**src/verilog/core_pkg.sv**
```systemverilog
package core_pkg;

    typedef logic [31:0] xlen_t;
    typedef logic [4:0]  reg_idx_t;

    // Major opcodes handled by the core
    typedef enum logic [6:0] {
        OPC_OP     = 7'b0110011,
        OPC_OP_IMM = 7'b0010011,
        OPC_LUI    = 7'b0110111
    } opcode_e;

    typedef enum logic [3:0] {
        ALU_ADD,
        ALU_SUB,
        ALU_SLL,
        ALU_SLT,
        ALU_SLTU,
        ALU_XOR,
        ALU_SRL,
        ALU_SRA,
        ALU_OR,
        ALU_AND,
        ALU_PASS_B
    } alu_op_e;

    // One queue slot
    typedef struct packed {
        xlen_t pc;
        xlen_t inst;
    } fetch_entry_t;

    typedef struct packed {
        alu_op_e  alu_op;
        reg_idx_t rd;
        reg_idx_t rs1;
        reg_idx_t rs2;
        xlen_t    imm;
        logic     use_imm;
        logic     reg_write;
        logic     illegal;
    } decoded_t;

    typedef struct packed {
        logic     valid;
        xlen_t    pc;
        reg_idx_t rd;
        xlen_t    value;
        logic     write;
        logic     illegal;
    } retire_t;

endpackage

```
**src/verilog/bus_pkg.sv**
```systemverilog
package bus_pkg;

    // Read address channel, core to memory
    typedef struct packed {
        logic [31:0] araddr;
        logic        arvalid;
    } axi_ar_t;

    // Read data channel, memory to core
    typedef struct packed {
        logic [31:0] rdata;
        logic        rvalid;
    } axi_r_t;

    typedef enum logic [1:0] {
        FETCH_IDLE,
        FETCH_ADDR,
        FETCH_DATA
    } fetch_state_e;

endpackage

```
**src/verilog/int_alu.sv**
```systemverilog
`timescale 1ns/10ps

module int_alu (
    input  core_pkg::alu_op_e op,
    input  core_pkg::xlen_t   a,
    input  core_pkg::xlen_t   b,
    output core_pkg::xlen_t   result
);
    import core_pkg::*;

    logic [4:0] shamt;

    assign shamt = b[4:0];

    always_comb begin
        case (op)
            ALU_ADD:    result = a + b;
            ALU_SUB:    result = a - b;
            ALU_SLL:    result = a << shamt;
            ALU_SLT:    result = {31'd0, $signed(a) < $signed(b)};
            ALU_SLTU:   result = {31'd0, a < b};
            ALU_XOR:    result = a ^ b;
            ALU_SRL:    result = a >> shamt;
            // Sign bit fills from the left
            ALU_SRA:    result = xlen_t'($signed(a) >>> shamt);
            ALU_OR:     result = a | b;
            ALU_AND:    result = a & b;
            ALU_PASS_B: result = b;
            default:    result = '0;
        endcase
    end

endmodule

```
**src/verilog/int_regfile.sv**
```systemverilog
`timescale 1ns/10ps

module int_regfile (
    input  logic               clk,
    input  logic               we,
    input  core_pkg::reg_idx_t waddr,
    input  core_pkg::xlen_t    wdata,
    input  core_pkg::reg_idx_t raddr1,
    input  core_pkg::reg_idx_t raddr2,
    output core_pkg::xlen_t    rdata1,
    output core_pkg::xlen_t    rdata2
);
    import core_pkg::*;

    // x0 has no storage
    xlen_t regs [31:1];

    always_ff @(posedge clk) begin
        if (we && (waddr != 5'd0)) begin
            regs[waddr] <= wdata;
        end
    end

    assign rdata1 = (raddr1 == 5'd0) ? '0 : regs[raddr1];
    assign rdata2 = (raddr2 == 5'd0) ? '0 : regs[raddr2];

endmodule

```
**src/verilog/inst_decode.sv**
```systemverilog
`timescale 1ns/10ps

module inst_decode (
    input  core_pkg::xlen_t    inst,
    output core_pkg::decoded_t dec
);
    import core_pkg::*;

    opcode_e    opcode;
    logic [2:0] funct3;
    logic       alt;
    xlen_t      imm_i;
    xlen_t      imm_u;

    // alt is funct7 bit 5; SUB only exists for register-register ops
    function automatic alu_op_e map_alu(input logic [2:0] f3, input logic f7_5,
                                        input logic allow_sub);
        alu_op_e op;
        case (f3)
            3'd0: op = (f7_5 && allow_sub) ? ALU_SUB : ALU_ADD;
            3'd1: op = ALU_SLL;
            3'd2: op = ALU_SLT;
            3'd3: op = ALU_SLTU;
            3'd4: op = ALU_XOR;
            3'd5: op = f7_5 ? ALU_SRA : ALU_SRL;
            3'd6: op = ALU_OR;
            default: op = ALU_AND;
        endcase
        return op;
    endfunction

    assign opcode = opcode_e'(inst[6:0]);
    assign funct3 = inst[14:12];
    assign alt    = inst[30];
    assign imm_i  = {{20{inst[31]}}, inst[31:20]};
    assign imm_u  = {inst[31:12], 12'h000};

    always_comb begin
        dec.alu_op    = ALU_ADD;
        dec.rd        = inst[11:7];
        dec.rs1       = inst[19:15];
        dec.rs2       = inst[24:20];
        dec.imm       = imm_i;
        dec.use_imm   = 1'b0;
        dec.reg_write = 1'b0;
        dec.illegal   = 1'b0;
        case (opcode)
            OPC_OP: begin
                dec.alu_op    = map_alu(funct3, alt, 1'b1);
                dec.reg_write = 1'b1;
            end
            OPC_OP_IMM: begin
                dec.alu_op    = map_alu(funct3, alt, 1'b0);
                dec.use_imm   = 1'b1;
                dec.reg_write = 1'b1;
            end
            OPC_LUI: begin
                dec.alu_op    = ALU_PASS_B;
                dec.imm       = imm_u;
                dec.use_imm   = 1'b1;
                dec.reg_write = 1'b1;
            end
            default: begin
                dec.illegal = 1'b1;
            end
        endcase
    end

endmodule

```
**src/verilog/inst_fetch.sv**
```systemverilog
`timescale 1ns/10ps

module inst_fetch #(
    parameter core_pkg::xlen_t RESET_PC = 32'h0000_1000
) (
    input  logic                   clk,
    input  logic                   reset,
    output bus_pkg::axi_ar_t       ar,
    input  logic                   arready,
    input  bus_pkg::axi_r_t        r,
    output logic                   rready,
    input  logic                   full,
    output logic                   push,
    output core_pkg::fetch_entry_t entry
);
    import core_pkg::*;
    import bus_pkg::*;

    fetch_state_e state;
    xlen_t        pc;

    // One read in flight at a time, address held for the whole request
    always_ff @(posedge clk) begin
        if (reset) begin
            state <= FETCH_IDLE;
            pc    <= RESET_PC;
        end else begin
            case (state)
                FETCH_IDLE: begin
                    if (!full) begin
                        state <= FETCH_ADDR;
                    end
                end
                FETCH_ADDR: begin
                    if (arready) begin
                        state <= FETCH_DATA;
                    end
                end
                FETCH_DATA: begin
                    if (r.rvalid) begin
                        state <= FETCH_IDLE;
                        pc    <= pc + 32'd4;
                    end
                end
                default: begin
                    state <= FETCH_IDLE;
                end
            endcase
        end
    end

    assign ar.araddr  = pc;
    assign ar.arvalid = (state == FETCH_ADDR);
    assign rready     = (state == FETCH_DATA);

    // Data beat goes straight into the queue
    assign push       = rready && r.rvalid;
    assign entry.pc   = pc;
    assign entry.inst = r.rdata;

endmodule

```
**src/verilog/inst_queue.sv**
```systemverilog
`timescale 1ns/10ps

module inst_queue #(
    parameter int QUEUE_DEPTH = 4
) (
    input  logic                   clk,
    input  logic                   reset,
    input  logic                   push,
    input  core_pkg::fetch_entry_t entry,
    output logic                   full,
    output logic                   valid,
    output core_pkg::fetch_entry_t head,
    input  logic                   pop
);
    import core_pkg::*;

    localparam int PTR_W = $clog2(QUEUE_DEPTH);
    localparam int CNT_W = PTR_W + 1;

    fetch_entry_t     mem [QUEUE_DEPTH];
    logic [PTR_W-1:0] wr_ptr;
    logic [PTR_W-1:0] rd_ptr;
    logic [CNT_W-1:0] count;
    logic             do_pop;

    assign do_pop = pop && valid;

    always_ff @(posedge clk) begin
        if (push) begin
            mem[wr_ptr] <= entry;
        end
    end

    // Pointers wrap on their own since the depth is a power of two
    always_ff @(posedge clk) begin
        if (reset) begin
            wr_ptr <= '0;
            rd_ptr <= '0;
            count  <= '0;
        end else begin
            if (push) begin
                wr_ptr <= wr_ptr + 1'b1;
            end
            if (do_pop) begin
                rd_ptr <= rd_ptr + 1'b1;
            end
            if (push && !do_pop) begin
                count <= count + 1'b1;
            end else if (do_pop && !push) begin
                count <= count - 1'b1;
            end
        end
    end

    assign full  = (count == CNT_W'(QUEUE_DEPTH));
    assign valid = (count != '0);
    assign head  = mem[rd_ptr];

endmodule

```
**src/verilog/exec_stage.sv**
```systemverilog
`timescale 1ns/10ps

module exec_stage (
    input  logic                   clk,
    input  logic                   reset,
    input  logic                   valid,
    input  core_pkg::fetch_entry_t head,
    output logic                   pop,
    output core_pkg::retire_t      retire
);
    import core_pkg::*;

    decoded_t dec;
    xlen_t    rs1_val;
    xlen_t    rs2_val;
    xlen_t    op_b;
    xlen_t    alu_out;
    logic     wr_en;

    inst_decode u_decode (
        .inst (head.inst),
        .dec  (dec)
    );

    // Write lands on the popping edge, so the next instruction sees it
    int_regfile u_regfile (
        .clk    (clk),
        .we     (wr_en),
        .waddr  (dec.rd),
        .wdata  (alu_out),
        .raddr1 (dec.rs1),
        .raddr2 (dec.rs2),
        .rdata1 (rs1_val),
        .rdata2 (rs2_val)
    );

    int_alu u_alu (
        .op     (dec.alu_op),
        .a      (rs1_val),
        .b      (op_b),
        .result (alu_out)
    );

    assign pop   = valid;
    assign op_b  = dec.use_imm ? dec.imm : rs2_val;
    assign wr_en = valid && dec.reg_write;

    always_ff @(posedge clk) begin
        if (reset) begin
            retire.valid <= 1'b0;
        end else begin
            retire.valid <= valid;
        end
        if (valid) begin
            retire.pc      <= head.pc;
            retire.rd      <= dec.rd;
            retire.value   <= dec.illegal ? '0 : alu_out;
            retire.write   <= dec.reg_write;
            retire.illegal <= dec.illegal;
        end
    end

endmodule

```
**src/verilog/cpu_top.sv**
```systemverilog
`timescale 1ns/10ps

module cpu_top #(
    parameter core_pkg::xlen_t RESET_PC    = 32'h0000_1000,
    parameter int              QUEUE_DEPTH = 4
) (
    input  logic              clk,
    input  logic              reset,
    output bus_pkg::axi_ar_t  ar,
    input  logic              arready,
    input  bus_pkg::axi_r_t   r,
    output logic              rready,
    output core_pkg::retire_t retire
);
    import core_pkg::*;

    logic         q_full;
    logic         q_push;
    logic         q_valid;
    logic         q_pop;
    fetch_entry_t q_in;
    fetch_entry_t q_head;

    inst_fetch #(
        .RESET_PC (RESET_PC)
    ) u_fetch (
        .clk     (clk),
        .reset   (reset),
        .ar      (ar),
        .arready (arready),
        .r       (r),
        .rready  (rready),
        .full    (q_full),
        .push    (q_push),
        .entry   (q_in)
    );

    inst_queue #(
        .QUEUE_DEPTH (QUEUE_DEPTH)
    ) u_queue (
        .clk   (clk),
        .reset (reset),
        .push  (q_push),
        .entry (q_in),
        .full  (q_full),
        .valid (q_valid),
        .head  (q_head),
        .pop   (q_pop)
    );

    exec_stage u_exec (
        .clk    (clk),
        .reset  (reset),
        .valid  (q_valid),
        .head   (q_head),
        .pop    (q_pop),
        .retire (retire)
    );

endmodule

```
**config.mk**
```make
export PLATFORM = sky130hd
export DESIGN_NAME = cpu_top
export DESIGN_NICKNAME = d
export VERILOG_FILES = /design/src/verilog/core_pkg.sv /design/src/verilog/bus_pkg.sv /design/src/verilog/int_alu.sv /design/src/verilog/int_regfile.sv /design/src/verilog/inst_decode.sv /design/src/verilog/inst_fetch.sv /design/src/verilog/inst_queue.sv /design/src/verilog/exec_stage.sv /design/src/verilog/cpu_top.sv
export SDC_FILE = /design/constraint.sdc
export NUM_CORES = 2
export LEC_CHECK = 0
export BUFFER_PORTS_ARGS = -buffer_cell sky130_fd_sc_hd__buf_2
export CAP_MARGIN = 10
export CORE_ASPECT_RATIO = 0.9
export CORE_MARGIN = 4
export CORE_UTILIZATION = 35
export DETAILED_ROUTE_END_ITERATION = 8
export PLACE_DENSITY = 0.5
export SLEW_MARGIN = 20
export SYNTH_ARGS = -nofsm -noshare
export SYNTH_HDL_FRONTEND = slang
export SYNTH_HIERARCHICAL = 1
export SYNTH_SLANG_ARGS = --single-unit
```
**constraint.sdc**
```tcl
create_clock -name clk -period 11.45 [get_ports clk]
set_input_delay 1.7175 -clock clk [delete_from_list [all_inputs] [get_ports clk]]
set_output_delay 1.7175 -clock clk [all_outputs]
set_load 0.1 [all_outputs]
```
==> run_results.csv <==
group,metric,value,unit
place,place_area,74200,sq um
place,dpl.hpwl,158,mm
clocking,cts_setup_buffers,0,
floorplanning,initial_core_util,0.352,
drt,drc,0,
sta,slew_headroom,0.243,
synth,syn_avg_cell_area,15.0,sq um
finish,layoutNonFillerInstCount,7589,
clocking,numCtsBuffers,148,
setup_path,cp_data_arrival_time,9300,ps
sta,min_period,8740,ps
setup_path,crit_required,12010,ps
setup_path,critical_path.cell_chain,"mux4_4, buf_4, mux4_2, mux2i_1, nand2_1, a311o_1, mux2_4, inv_1, ha_1, nor2_1, or4b_4, a21oi_2, o31ai_2, a311oi_1, nor2_1, o21ai_0, mux2i_1, nand4_1, buf_4, and2b_2",
setup_path,critPathTopFamily,"multiplexers",
sta,rsz0062_at_grt,"no",
finish,drive_above_1_share,0.240,
clocking,cts_sinks,1361,
setup_path,criticalPathCategory,"reg2reg",
clocking,clock_latency,810,ps
drt,drt_iter0_drc,5548,
sta,fin_crit_sh,0.764,
drt,wl,256,mm
sta,setup_tns,0,ps
finish,design_area,79000,sq um
place,numPortBuffers,139,
pwr,power,12.6,mW
drt,via_count,46118,
outcome,outcome,"completed",
sta,fin_worst_skew,57.6,ps
floorplanning,die_w,482,um
sta,hold_ws,514,ps
setup_path,critPathSlowestCell,"mux4_4",
synth,synthDistinctLibCells,106,
floorplanning,die_h,434,um
sta,max_slew.worst_pin.slew,1140,ps
setup_path,ff2ff_path_depth,20,
setup_path,critPathCapture,"u_exec/retire[29]",
finish,final_util,0.394,
sta,fin_ws,2710,ps
floorplanning,ios,142,
setup_path,path_depth,20,
pwr,cellLeakagePower,26.8,nW
run,cap_violations,0,
global_route,antenna_found_initial,16,
sta,maxSlewViolCount,0,
drt,vias_per_cell,6.08,
setup_path,critPathBufInv,3,
clocking,cts_htree_levels,4,
clocking,cts_tree,"built",
pwr,ir_drop,149,uV
finish,final_nets,4923,
sta,timing.final.hold_violations,0,
global_route,grtUsageTotal,0.240,
clocking,ctsHoldBuffers,0,
global_route,grt_pass1_vias,45314,
place,dp.cells,7314,
clocking,path_clk_slew,60,ps
pwr,powerDensity,160,nW/um^2
floorplanning,rows,156,
synth,synth_edf_count,1319,
min_path,worst_hold_path_type,"reg2reg",
finish,fillCellCount,18484,
sta,setup_violations,0,
drt,antenna_left,0,
floorplanning,die_area,209000,sq um
clocking,cts_max_path_buffers,3,
synth,ys_seq_area_frac,0.572,
drt,drt_first_pass_iters,5,
finish,final_common_cell,"edfxtp_1",
finish,area_growth,11.8,%
synth,syn_area,70700,sq um
setup_path,r2r_setup_slack,2710,ps
clocking,root_buffer,"clkbuf_16",
place,place_congestion,1.00,
clocking,postCtsResizedCells,0,
place,dpl_worst_slack,2890,ps
setup_path,worst_path_largest_cell_delay,940,ps
synth,synth_cells,4721,
setup_path,crit_path_start_kind,"register",
drt,wire_per_inst,33.8,um
global_route,grt-ovfl-total,0,
setup_path,crit_fanout,32,
global_route,grt_first_pass_wirelength,357,mm
finish,mostFrequentLayoutCells,"edfxtp_1, mux4_2, mux2i_1",
synth,synthFlopType,"edfxtp_1",
synth,async_flop_share,0,
setup_path,r2r-end,"u_exec/retire[29]",
global_route,grt_max_degree,72,
sta,max_freq,0.114,GHz
synth,ys_warn_count,6,
setup_path,critPathCaptureType,"register",
floorplanning,core-area,201000,sq um
synth,ys_seq_elements,1361,
[cell usage after synthesis, types with 30 or more instances]
cell type / instances / area share
o21ai_0: 128 / 0.0091
mux2i_1: 354 / 0.050
a211oi_1: 35 / 0.0037
nand4_1: 30 / 0.0027
mux4_2: 444 / 0.14
buf_2: 87 / 0.0062
a21o_1: 44 / 0.0047
a211o_1: 40 / 0.0050
nand2_1: 209 / 0.011
buf_4: 120 / 0.013
a22oi_1: 116 / 0.012
nor3_1: 31 / 0.0022
dfxtp_1: 42 / 0.012
nand3_1: 91 / 0.0064
a311o_1: 32 / 0.0045
ha_1: 106 / 0.019
a221oi_1: 32 / 0.0040
edfxtp_1: 1319 / 0.56
nor2b_1: 56 / 0.0050
clkbuf_1: 160 / 0.0085
nor2_1: 307 / 0.016
a21oi_1: 173 / 0.012
mux2_4: 30 / 0.0064
a31oi_1: 31 / 0.0027
a22o_1: 47 / 0.0058
mux2_2: 43 / 0.0068
inv_1: 100 / 0.0053
and2_1: 61 / 0.0054
[state kept, by name (all words and copies together), names as in the netlist, named ones only]
signal                 count
u_queue/mem              256
u_exec/u_regfile/regs    992
u_queue/count              3
u_exec/retire             72
u_queue/wr_ptr             2
u_fetch/state              2
u_queue/rd_ptr             2
u_fetch/pc                30
[power by group]
| part | internal, mW | switching (mW) | leakage [nW] |
|---|---|---|---|
| Sequential | 5.81 | 0.0287 | 12.4 |
| Clock | 2.64 | 2.09 | 2.29 |
| Combinational | 0.566 | 1.52 | 12.2 |
| Total | 9.01 | 3.63 | 26.8 |
[layout make-up]
cell class / instances / area [sq um] / area share
antenna: 4 / 10.0 / 0.000127
clock buffer: 198 / 3930 / 0.0497
clock inverter: 73 / 863 / 0.0109
inverter: 101 / 379 / 0.00480
multi-input combinational: 2836 / 27800 / 0.352
sequential: 1361 / 40500 / 0.512
tap: 2686 / 3360 / 0.0425
timing repair buffer: 330 / 2220 / 0.0280
[logic make-up (layout without fill, tap and decap cells)]
group,count (synthesis),in the layout,share of synthesized area
AND/OR/NAND/NOR,934,934,0.0656
other,1,8,0.0000530
adder cells (fa/ha/maj),109,109,0.0196
XOR/XNOR,17,17,0.00211
buffers and inverters,527,702,0.0413
multiplexers,893,893,0.212
AO/OA/AOI/OAI,879,879,0.0868
flip-flops,1361,1361,0.572
[worst min-delay path by stage]
stage | depth (start not counted) | to | start | slack (ps)
2_1_floorplan | 1 | u_fetch/state[0] | u_fetch/state[1] | 460
3_3_place_gp | 1 | u_fetch/state[0] | u_fetch/state[1] | 490
3_5_place_dp | 1 | u_fetch/state[0] | u_fetch/state[1] | 500
5_1_grt | 1 | u_fetch/state[0] | u_fetch/state[1] | 550
4_1_cts | 1 | u_fetch/state[0] | u_fetch/state[1] | 510
6_report | 1 | u_fetch/state[0] | u_fetch/state[1] | 510
[metal layers]
layer  global-route usage  vias to the layer above  part of all wire
met5                    0                        -           0.00022
met4               0.0783                        8             0.034
met3               0.0457                      463             0.079
met2                0.375                     2218              0.46
met1                0.338                    24362              0.43
li1                     -                    19067                 -
Note: power is estimated with default switching activity, not from simulation.
